File: src/source/memPkg.sv
/*
 * Widths, word, line and address types, request and RAM port structs
 * shared by the scratchpad memory.
 */
`default_nettype none

package memPkg;

    localparam int addrWidth = 32;
    localparam int wordBytes = 4;
    localparam int lineBytes = 32;

    typedef logic [wordBytes*8-1:0] word_t;
    typedef logic [lineBytes*8-1:0] line_t;
    typedef logic [addrWidth-1:0]   addr_t;

    typedef enum logic {
        lsLoad,
        lsStore
    } lsOp_t;

    typedef enum logic [1:0] {
        sizeByte,
        sizeHalf,
        sizeWord
    } lsSize_t;

    // narrow side request.
    typedef struct packed {
        logic    valid;
        lsOp_t   op;
        lsSize_t size;
        logic    isSigned;
        addr_t   addr;
        word_t   data;
    } lsReq_t;

    typedef enum logic [1:0] {
        lineWrite,
        lineRead,
        lineCopy
    } lineOp_t;

    // addr is the destination for write and copy, the source for read.
    typedef struct packed {
        logic    valid;
        lineOp_t op;
        addr_t   addr;
        addr_t   srcAddr;
        line_t   data;
    } lineReq_t;

    typedef struct packed {
        logic  wrEn;
        addr_t wrAddr;
        word_t wrData;
        logic  rdEn;
        addr_t rdAddr;
    } narrowPort_t;

    typedef struct packed {
        logic  wrEn;
        addr_t wrAddr;
        line_t wrData;
        logic  rdEn;
        addr_t rdAddr;
    } widePort_t;

endpackage

`default_nettype wire

File: src/source/lineMover.sv
/*
 * Line mover: line write, line read and line copy on the wide port.
 */
`timescale 1ns/1ps
`default_nettype none

module lineMover #(
    parameter int depth = 1024
) (
    input  wire logic              clk,
    input  wire logic              nrst,
    input  wire memPkg::lineReq_t  req_i,
    output memPkg::widePort_t      port_o,
    input  wire memPkg::line_t     rdData_i,
    output memPkg::line_t          lineData_o,
    output logic                   lineValid_o,
    output logic                   lineDone_o,
    output logic                   busy_o
);

    logic          busy;
    logic          accept;
    logic          isWrite;
    logic          isRead;
    logic          isCopy;
    memPkg::addr_t dstAddr;

    assign accept  = req_i.valid && !busy;
    assign isWrite = accept && req_i.op == memPkg::lineWrite;
    assign isRead  = accept && req_i.op == memPkg::lineRead;
    assign isCopy  = accept && req_i.op == memPkg::lineCopy;

    always_comb begin
        port_o = '0;
        if (busy) begin
            // copy write-back of the line read last cycle.
            port_o.wrEn   = 1'b1;
            port_o.wrAddr = dstAddr;
            port_o.wrData = rdData_i;
        end else if (isWrite) begin
            port_o.wrEn   = 1'b1;
            port_o.wrAddr = req_i.addr;
            port_o.wrData = req_i.data;
        end else if (isRead) begin
            port_o.rdEn   = 1'b1;
            port_o.rdAddr = req_i.addr;
        end else if (isCopy) begin
            port_o.rdEn   = 1'b1;
            port_o.rdAddr = req_i.srcAddr;
        end
    end

    always_ff @(posedge clk, negedge nrst) begin
        if (!nrst) begin
            busy        <= 1'b0;
            lineValid_o <= 1'b0;
            lineDone_o  <= 1'b0;
        end else begin
            busy        <= isCopy;
            lineValid_o <= isRead;
            lineDone_o  <= isWrite || busy;
        end
    end

    always_ff @(posedge clk) begin
        if (isCopy) begin
            dstAddr <= req_i.addr;
        end
    end

    // read data holds until the next line read.
    assign lineData_o = rdData_i;
    assign busy_o     = busy;

    lineAligned: assert property (@(posedge clk) disable iff (!nrst)
        req_i.valid |-> req_i.addr[4:0] == 5'd0 &&
        (req_i.op != memPkg::lineCopy || req_i.srcAddr[4:0] == 5'd0))
        else $error("line address not 32-aligned");

    lineInRange: assert property (@(posedge clk) disable iff (!nrst)
        req_i.valid |-> req_i.addr < memPkg::addr_t'(depth) &&
        (req_i.op != memPkg::lineCopy || req_i.srcAddr < memPkg::addr_t'(depth)))
        else $error("line request outside the RAM");

    noReqWhileBusy: assert property (@(posedge clk) disable iff (!nrst)
        busy |-> !req_i.valid)
        else $error("line request while busy");

endmodule

`default_nettype wire

File: config.mk
export PLATFORM = sky130hd
export DESIGN_NAME = lineMover
export DESIGN_NICKNAME = d
export VERILOG_FILES = /design/src/source/memPkg.sv /design/src/source/lineMover.sv
export SDC_FILE = /design/constraint.sdc
export NUM_CORES = 1
export LEC_CHECK = 0
export BUFFER_PORTS_ARGS = -buffer_cell sky130_fd_sc_hd__buf_2
export CAP_MARGIN = 20
export CORE_AREA = 4 4 448 450
export CTS_CLUSTER_SIZE = 28
export DETAILED_ROUTE_END_ITERATION = 8
export DIE_AREA = 0 0 452 454
export GPL_TIMING_DRIVEN = 0
export SKIP_LAST_GASP = 1
export SLEW_MARGIN = 0
export SYNTH_ARGS = -nofsm -noshare
export SYNTH_HDL_FRONTEND = slang
export SYNTH_SLANG_ARGS = --single-unit
export TNS_END_PERCENT = 30
File: constraint.sdc
create_clock -name clk -period 2.75 [get_ports clk]
set_input_delay 0.1375 -clock clk [delete_from_list [all_inputs] [get_ports clk]]
set_output_delay 0.1375 -clock clk [all_outputs]
set_load 0.02 [all_outputs]
==> flow_summary.json <==
{
  "status": "finished, final reports clean",
  "skew_ps": 5.45,
  "syn_area_per_cell_sq_um": 6.80,
  "ys_warn_count": 0,
  "use_met2_pct": 28.4,
  "final_nets": 3126,
  "placementRows": 163,
  "worst_slew_pin_slew_ps": 920,
  "io_buffers": 1161,
  "end_kind": "primary output",
  "fmax_mhz": 365,
  "hold_viol_final": 0,
  "period_share_pct": 99.6,
  "p_per_area_mw_per_mm2": 245,
  "vias": 16300,
  "busiest_layer": "met2",
  "io_pins": 1162,
  "grt_pass1_vias": 14500,
  "placed_cell_area_sq_mm": 0.0185,
  "synth.distinct_cells": 15,
  "final_cell_area_sq_mm": 0.0189,
  "htreeDepth": 2,
  "start_kind": "flip-flop",
  "hpwlAfterDp_microns": 183000,
  "antenna_found_initial": 273,
  "syn_inst": 1373,
  "first_pass_iters": 5,
  "synth.top_cell.area_share_pct": 20.7,
  "gr-total-overflow": 0,
  "drive_above_1_share_pct": 65.8,
  "synth_seq_cells": 35,
  "synth-seq-area-share_pct": 11.1,
  "min_path_type": "input port to flip-flop",
  "synth_area_leaders": "buf_4 21%, nand2b_1 20%, o21ai_2 19%",
  "clk_pin_slew_worst_paths_ps": 60,
  "syn2layout_area_growth_pct": 103,
  "grt_first_pass_wirelength_microns": 223000,
  "ant_nets": 0,
  "clockBufferDepth": 2,
  "postLayoutCoreUtil_pct": 9.62,
  "leakagePower_nw": 9.11,
  "wl_microns": 194000,
  "crit_type": "flip-flop to primary output",
  "finalCriticalPeriod_ps": 2740,
  "syn-num-nets": 1954,
  "netlist_area_sq_mm": 0.00934,
  "crit_required_ps": 2610,
  "worstSkewPairLatency_ps": 290,
  "cts_num_sinks": 35,
  "setup_viol": 0,
  "vdd_drop_max_mv": 0.215,
  "slew-limit-headroom_pct": 38.0,
  "die_width_microns": 452,
  "grt_max_degree": 24,
  "rsz0062_at_grt": "true",
  "final-max-slew-violation-count": 0,
  "drcViolationCount": 0,
  "track_usage_pct": 17.8,
  "dp_slack_ps": -159,
  "crit_fanout": 10,
  "setup_slack_ps": 10.1,
  "cts_tree": "done",
  "wl_per_cell_microns": 36.8,
  "use_met3_pct": 11.4,
  "arrival_ps": 2600,
  "via_per_inst": 3.10,
  "root_buffer": "clkbuf_16",
  "initial_utilization_pct": 4.75,
  "met1_usage_pct": 19.8,
  "cts_made_buffers": 5,
  "hold_slack_ps": 66.2,
  "yosys.area.top_type": "buf_4",
  "core_sq_mm": 0.197,
  "place_congestion": 1.05,
  "die-height_microns": 454,
  "die_area_sq_mm": 0.205,
  "post_cts.repair.setup_buffers": 0,
  "first_iter_violations": 2110,
  "drv_cap": 0
}
-- layout by cell type (no fill, tap or decap) --
cell type / Yosys / routed
clkbuf_1: 85 / 74
buf_2: 4 / 1163
o21ai_2: 200 / 200
nand2b_1: 292 / 286
clkbuf_8: 0 / 1
diode_2: 0 / 83
clkinv_2: 0 / 1
nor2_4: 0 / 1
clkinvlp_4: 0 / 1
buf_8: 0 / 2
nand2b_2: 0 / 6
buf_6: 24 / 24
edfxtp_1: 32 / 32
nor2_1: 2 / 1
dfrtp_1: 3 / 3
buf_4: 257 / 259
dlygate4sd3_1: 0 / 1
o21ai_1: 10 / 10
nand3b_1: 64 / 64
clkbuf_16: 0 / 5
buf_16: 0 / 1
clkbuf_2: 0 / 11
or3b_1: 1 / 1
nand2_1: 288 / 288
o21ai_0: 78 / 78
a21oi_1: 33 / 33
-- per-stage QoR --
step           total power (W)  std cells  setup TNS, ps
6_report               0.00463       5269              0
5_1_grt                0.00479       5222           -347
4_1_cts                0.00464       5186           -121
3_5_place_dp           0.00404       5177          -1370
3_3_place_gp           0.00405       5174         -88210
2_1_floorplan          0.00207       1373              0
-- worst paths after layout --
| check | from | endpoint | slack, ps | cells after the start |
|---|---|---|---|---|
| worst max-delay path | busy_o | port_o[164] | 10 | 7 |
| worst min-delay path | req_i[315] | dstAddr[27] | 70 | 1 |
| worst max register to register | busy_o | dstAddr[8] | 320 | 6 |
| worst min register to register | busy_o | lineDone_o | 1640 | 3 |
| max in group asynchronous | nrst | busy_o | 2460 | 2 |
| min in group asynchronous | nrst | lineValid_o | 180 | 2 |
-- worst max-delay path: stages, from the launching register on --
cell,delay (ps)
dfrtp_1,380
buf_4,340
clkbuf_1,390
buf_8,220
clkbuf_1,440
nand2_1,130
o21ai_2,80
buf_2,280
-- registers in the layout, summed over array words and instances, names as in the netlist --
register / count
busy_o: 1
dstAddr: 32
lineDone_o: 1
lineValid_o: 1
-- power by group --
part | leakage [nW] | switching, W | internal (W) | total, W
Combinational | 8.71 | 0.00234 | 0.00110 | 0.00344
Clock | 0.0674 | 0.000253 | 0.000335 | 0.000588
Sequential | 0.333 | 0.00000406 | 0.000599 | 0.000603
Total | 9.11 | 0.00260 | 0.00203 | 0.00463
-- kinds of logic after synthesis --
| group | share of synthesized area (%) |
|---|---|
| DFF | 11.1 |
| buffers and inverters | 27.2 |
| AOI/OAI and AO/OA | 25.2 |
| and+or+nand+nor | 36.5 |
-- synthesized netlist by cell type --
cell type	number
nand2b_1	292
nand2_1	288
buf_4	257
o21ai_2	200
clkbuf_1	85
o21ai_0	78
nand3b_1	64
a21oi_1	33
edfxtp_1	32
buf_6	24
o21ai_1	10
buf_2	4
dfrtp_1	3
nor2_1	2
or3b_1	1
-- routing by layer --
layer	routed length, microns	part of all wire, %	vias to the layer above
met5	1040	0.54	-
met4	6900	3.6	126
met3	29500	15	450
met2	86100	44	1388
met1	70200	36	7653
li1	-	-	6692
-- final cells by class --
class	instances	area, sq um
Antenna cell	83	208
Fill cell	23500	178000
Clock buffer	6	129
Sequential cell	35	1040
Tap cell	2640	3300
Clock inverter	2	12.5
Buffer	370	2570
Multi-Input combinational cell	968	5780
Timing Repair Buffer	1165	5880
-- what timing repair did --
item,CTS,global route
pin swaps,0,0
hold endpoints to repair,3,0
hold buffers,1,0
resized for setup,12,13
endpoints found under the setup margin,277,67
Power figures use the tool's default switching activity.
