**src/source/memPkg.sv**
```systemverilog
/*
 * Widths, word, line and address types, request and RAM port structs
 * shared by the scratchpad memory.
 */
`default_nettype none

package memPkg;

    localparam int addrWidth = 32;
    localparam int wordBytes = 4;
    localparam int lineBytes = 32;

    typedef logic [wordBytes*8-1:0] word_t;
    typedef logic [lineBytes*8-1:0] line_t;
    typedef logic [addrWidth-1:0]   addr_t;

    typedef enum logic {
        lsLoad,
        lsStore
    } lsOp_t;

    typedef enum logic [1:0] {
        sizeByte,
        sizeHalf,
        sizeWord
    } lsSize_t;

    // narrow side request.
    typedef struct packed {
        logic    valid;
        lsOp_t   op;
        lsSize_t size;
        logic    isSigned;
        addr_t   addr;
        word_t   data;
    } lsReq_t;

    typedef enum logic [1:0] {
        lineWrite,
        lineRead,
        lineCopy
    } lineOp_t;

    // addr is the destination for write and copy, the source for read.
    typedef struct packed {
        logic    valid;
        lineOp_t op;
        addr_t   addr;
        addr_t   srcAddr;
        line_t   data;
    } lineReq_t;

    typedef struct packed {
        logic  wrEn;
        addr_t wrAddr;
        word_t wrData;
        logic  rdEn;
        addr_t rdAddr;
    } narrowPort_t;

    typedef struct packed {
        logic  wrEn;
        addr_t wrAddr;
        line_t wrData;
        logic  rdEn;
        addr_t rdAddr;
    } widePort_t;

endpackage

`default_nettype wire

```
**src/source/loadStoreUnit.sv**
```systemverilog
/*
 * Load/store unit: sized loads with sign or zero extension,
 * sub-word stores by read-modify-write on the narrow port.
 */
`timescale 1ns/1ps
`default_nettype none

module loadStoreUnit #(
    parameter int depth = 1024
) (
    input  wire logic                clk,
    input  wire logic                nrst,
    input  wire memPkg::lsReq_t      req_i,
    output memPkg::narrowPort_t      port_o,
    input  wire memPkg::word_t       rdData_i,
    output memPkg::word_t            loadData_o,
    output logic                     loadValid_o,
    output logic                     storeDone_o,
    output logic                     busy_o
);

    logic            busy;
    logic            accept;
    logic            isLoad;
    logic            isWordStore;
    logic            isSubStore;
    memPkg::addr_t   wordAddr;
    logic [4:0]      byteShift;
    memPkg::word_t   storeMask;
    memPkg::word_t   storeBits;
    memPkg::addr_t   heldAddr;
    memPkg::word_t   heldMask;
    memPkg::word_t   heldBits;
    logic [1:0]      ldOffset;
    memPkg::lsSize_t ldSize;
    logic            ldSigned;
    memPkg::word_t   ldShifted;

    assign accept      = req_i.valid && !busy;
    assign isLoad      = accept && req_i.op == memPkg::lsLoad;
    assign isWordStore = accept && req_i.op == memPkg::lsStore &&
                         req_i.size == memPkg::sizeWord;
    assign isSubStore  = accept && req_i.op == memPkg::lsStore &&
                         req_i.size != memPkg::sizeWord;

    assign wordAddr  = {req_i.addr[memPkg::addrWidth-1:2], 2'b00};
    assign byteShift = {req_i.addr[1:0], 3'b000};

    // offset 0 is the top byte, so new bytes shift down from the msb.
    always_comb begin
        if (req_i.size == memPkg::sizeByte) begin
            storeMask = 32'hFF00_0000 >> byteShift;
            storeBits = {req_i.data[7:0], 24'h00_0000} >> byteShift;
        end else begin
            storeMask = 32'hFFFF_0000 >> byteShift;
            storeBits = {req_i.data[15:0], 16'h0000} >> byteShift;
        end
    end

    always_comb begin
        port_o = '0;
        if (busy) begin
            // second half of a sub-word store.
            port_o.wrEn   = 1'b1;
            port_o.wrAddr = heldAddr;
            port_o.wrData = (rdData_i & ~heldMask) | heldBits;
        end else if (isLoad || isSubStore) begin
            port_o.rdEn   = 1'b1;
            port_o.rdAddr = wordAddr;
        end else if (isWordStore) begin
            port_o.wrEn   = 1'b1;
            port_o.wrAddr = wordAddr;
            port_o.wrData = req_i.data;
        end
    end

    always_ff @(posedge clk, negedge nrst) begin
        if (!nrst) begin
            busy        <= 1'b0;
            loadValid_o <= 1'b0;
            storeDone_o <= 1'b0;
        end else begin
            busy        <= isSubStore;
            loadValid_o <= isLoad;
            storeDone_o <= isWordStore || busy;
        end
    end

    always_ff @(posedge clk) begin
        if (isSubStore) begin
            heldAddr <= wordAddr;
            heldMask <= storeMask;
            heldBits <= storeBits & storeMask;
        end
        if (isLoad) begin
            ldOffset <= req_i.addr[1:0];
            ldSize   <= req_i.size;
            ldSigned <= req_i.isSigned;
        end
    end

    // bring the addressed bytes to the top, then extend downwards.
    assign ldShifted = rdData_i << {ldOffset, 3'b000};

    always_comb begin
        case (ldSize)
            memPkg::sizeByte:
                loadData_o = {{24{ldSigned && ldShifted[31]}}, ldShifted[31:24]};
            memPkg::sizeHalf:
                loadData_o = {{16{ldSigned && ldShifted[31]}}, ldShifted[31:16]};
            default:
                loadData_o = rdData_i;
        endcase
    end

    assign busy_o = busy;

    halfAligned: assert property (@(posedge clk) disable iff (!nrst)
        req_i.valid && req_i.size == memPkg::sizeHalf |-> !req_i.addr[0])
        else $error("halfword access not 2-aligned");

    wordAligned: assert property (@(posedge clk) disable iff (!nrst)
        req_i.valid && req_i.size == memPkg::sizeWord |-> req_i.addr[1:0] == 2'b00)
        else $error("word access not 4-aligned");

    addrInRange: assert property (@(posedge clk) disable iff (!nrst)
        req_i.valid |-> req_i.addr < memPkg::addr_t'(depth))
        else $error("narrow request outside the RAM");

    // a read-modify-write owns the port for its second cycle.
    noReqWhileBusy: assert property (@(posedge clk) disable iff (!nrst)
        busy |-> !req_i.valid)
        else $error("narrow request while busy");

endmodule

`default_nettype wire

```
**config.mk**
```make
export PLATFORM = sky130hd
export DESIGN_NAME = loadStoreUnit
export DESIGN_NICKNAME = d
export VERILOG_FILES = /design/src/source/memPkg.sv /design/src/source/loadStoreUnit.sv
export SDC_FILE = /design/constraint.sdc
export NUM_CORES = 1
export LEC_CHECK = 0
export BUFFER_PORTS_ARGS = -buffer_cell sky130_fd_sc_hd__buf_4
export CAP_MARGIN = 5
export CORE_ASPECT_RATIO = 0.5
export CORE_MARGIN = 3
export CORE_UTILIZATION = 42
export CTS_CLUSTER_DIAMETER = 150
export DETAILED_ROUTE_END_ITERATION = 10
export PLACE_DENSITY = 0.8
export SYNTH_ARGS = -nofsm -noshare
export SYNTH_HDL_FRONTEND = slang
export SYNTH_SLANG_ARGS = --single-unit
```
**constraint.sdc**
```tcl
create_clock -name clk -period 4.23 [get_ports clk]
set_clock_uncertainty 0.2 [all_clocks]
set_input_delay 0 -clock clk [delete_from_list [all_inputs] [get_ports clk]]
set_output_delay 0 -clock clk [all_outputs]
set_load 0.01 [all_outputs]
```
==> metrics.cfg <==
[yosys]
yosys_warnings = 0
yosys.area.top_type = edfxtp_1
syn_avg_cell_area_sq_um = 9.77
synth_common_cells = edfxtp_1, o21ai_0, nand2_1
syn_area_sq_um = 4750
ys_seq_area_share_pct = 46.5
async_flop_share_pct = 4.05
synth.distinct_cells = 37
ys_ff_latch = 74
synthTopCellsByArea = edfxtp_1, o21ai_0, a22o_1, nor2b_1, nand2_1
yosysMostFrequentCell = edfxtp_1
yosys.area.top_type_share_pct = 44.9
synthFlopType = edfxtp_1
synth_edf_count = 71
netlist_instances = 486

[floorplanning]
rows = 26
start_util_pct = 44.7
io-pin-count = 236
die_area_sq_um = 12700
die_w_um = 156
design.core.area_sq_um = 10600
die_h_um = 81.2

[run_status]
run_status = complete, no violations

[sta]
setup_tns_ps = 0
hold_violations = 0
setup_ws_ps = 1030
finalCritPeriodShare_pct = 75.7
max_freq_mhz = 312
min_period_ps = 3200
relSlewSlack_pct = 29.0
setup_violations = 0
tightest_slew_ps = 1060
drv_slew = 0
rsz0062_at_grt = false

[critical_path]
crit_slowest_cell = dfrtp_2
ff2ff_path_depth = 3
reg2reg_slack_ps = 1380
critPathBufInv = 1
r2r-end = heldBits[16]
critical_path_required_ps = 4030
critPathKind = flop to primary output
path_cells = nand3b_1 > or3b_1 > o21ai_0 > buf_4
arrival_ps = 3000
cp-end-kind = primary output
crit_family = simple AND/OR/NAND/NOR gates
r2r-start = busy_o
startpoint_type = flop
crit_cells = 4
critPathMaxFanout = 67
cp_slowest_stage_delay_ps = 1070

[drt]
wl_met3_um = 1630
drc = 0
vias = 4929
first_pass_iters = 5
routed-wl-met2_um = 8090
ant_nets = 0
drtIter0Drc = 438
vias_per_cell = 5.44
routed_wirelength_um = 16600
m1WireLength_um = 6610
top_layer = met4
wl_per_cell_um = 18.3

[finish]
nFillCells = 751
drive_gt1_share_pct = 33.9
fin_nets = 864
final_area_sq_um = 7430
finalCoreUtilization_pct = 70.1
area_delta_synth_final_pct = 56.7
regArea_sq_um = 2210
diodes = 0
multi_input_area_sq_um = 2250

[clock_tree]
cts.clk_slew.worst_paths_ps = 60
cts_made_buffers = 9
cts_max_level = 3
cts-hold-fix-buffers = 63
cts_tree = done
clockRootBuffer = clkbuf_16
clock-sinks = 74
cts_setup_buffers = 0
clock_latency_ps = 330
clockBufferDepth = 2
post_cts_resized = 0

[grt]
grt_usage_pct = 25.1
gr-total-overflow = 0
grt_pass1_vias = 4709
grt_pass1_wl_um = 24900
grt_max_degree = 68
antenna_found_initial = 0

[placement]
post_dp_cell_area_sq_um = 6530
gp_congestion = 0.888
place.port_buffers = 231
dp.final_hpwl_um = 11600
dp_slack_ps = 1370

[worst_hold_path]
min_from = req_i[68]
hold_path_end = ldSize[1]
hp-class = primary input to flop
min_delay_path_depth = 3

[power_and_ir_drop]
leakage_nw = 3.44
power_density_nw_per_um2 = 284
ir_worst_vdd_mv = 0.239

[flow_run]
cap_viol_max_count = 0

-- layout make-up --
class                   instances  area share (%)
clock inverters                 4           0.572
clock buffers                  12            3.18
well taps                     140            2.36
flip-flops and latches         74            29.7
multi-input cells             343            30.2
inverters                      35            1.77
repair buffers                298            32.2
-- registers in the layout (all words and copies together), names as in the netlist --
register     flops
heldAddr        30
heldBits        32
storeDone_o      1
ldSize           2
busy_o           1
loadValid_o      1
heldMask         4
ldOffset         2
ldSigned         1
-- where the power goes --
part           leakage [nW]  switching, mW  internal, mW
Sequential            0.691         0.0295         0.843
Clock                 0.136          0.272         0.452
Combinational          2.61          0.241         0.274
Total                  3.44          0.543          1.57
-- routing by layer --
| layer | track usage [%] | vias to the layer above |
|---|---|---|
| met5 | 0 | - |
| met4 | 6.38 | 0 |
| met3 | 6.28 | 24 |
| met2 | 42.9 | 261 |
| met1 | 32.3 | 2352 |
| li1 | - | 2292 |
-- tightest hold or removal path: cells and delay by family --
family	cells	cell delay, ps
and+or+nand+nor	2	220
buffers and inverters	1	110
-- per-stage QoR --
stage | cells | power (mW) | hold WS, ps
after global placement | 827 | 1.34 | -408
after floorplan | 489 | 1.09 | -496
final | 906 | 2.11 | 16.3
after detailed placement | 827 | 1.34 | -403
after global routing | 906 | 2.19 | 37.8
after CTS | 906 | 2.11 | 6.21
-- cell families after synthesis --
| kind of cell | Yosys count | share of synthesized area, % |
|---|---|---|
| simple gates | 171 | 18.9 |
| compound gates | 150 | 21.5 |
| buf+inv | 72 | 6.67 |
| other cells | 1 | 0.0790 |
| flops | 74 | 46.5 |
| mux | 18 | 6.38 |
-- placed cells by master (no fill, tap or decap), types with 3 or more instances in the layout --
master,Yosys,routed
and2_1,31,31
dlygate4sd3_1,0,63
mux2i_1,10,10
conb_1,1,4
nor2b_1,48,48
o211a_1,8,8
a31oi_1,8,8
nand2_1,57,57
a221o_1,8,8
a21oi_1,15,15
o21ai_0,67,67
nor2_1,21,20
nand2b_1,5,5
buf_4,4,235
clkbuf_16,0,9
inv_1,35,35
a22o_1,38,38
clkbuf_1,22,3
edfxtp_1,71,71
mux4_1,6,6
-- worst max-delay path by stage --
stage	start	endpoint
after floorplan	busy_o	heldAddr[10]
after global placement	busy_o	heldBits[23]
after detailed placement	busy_o	heldBits[23]
after CTS	busy_o	port_o[33]
after global routing	busy_o	port_o[42]
final	busy_o	port_o[42]
Power figures use the tool's default switching activity.
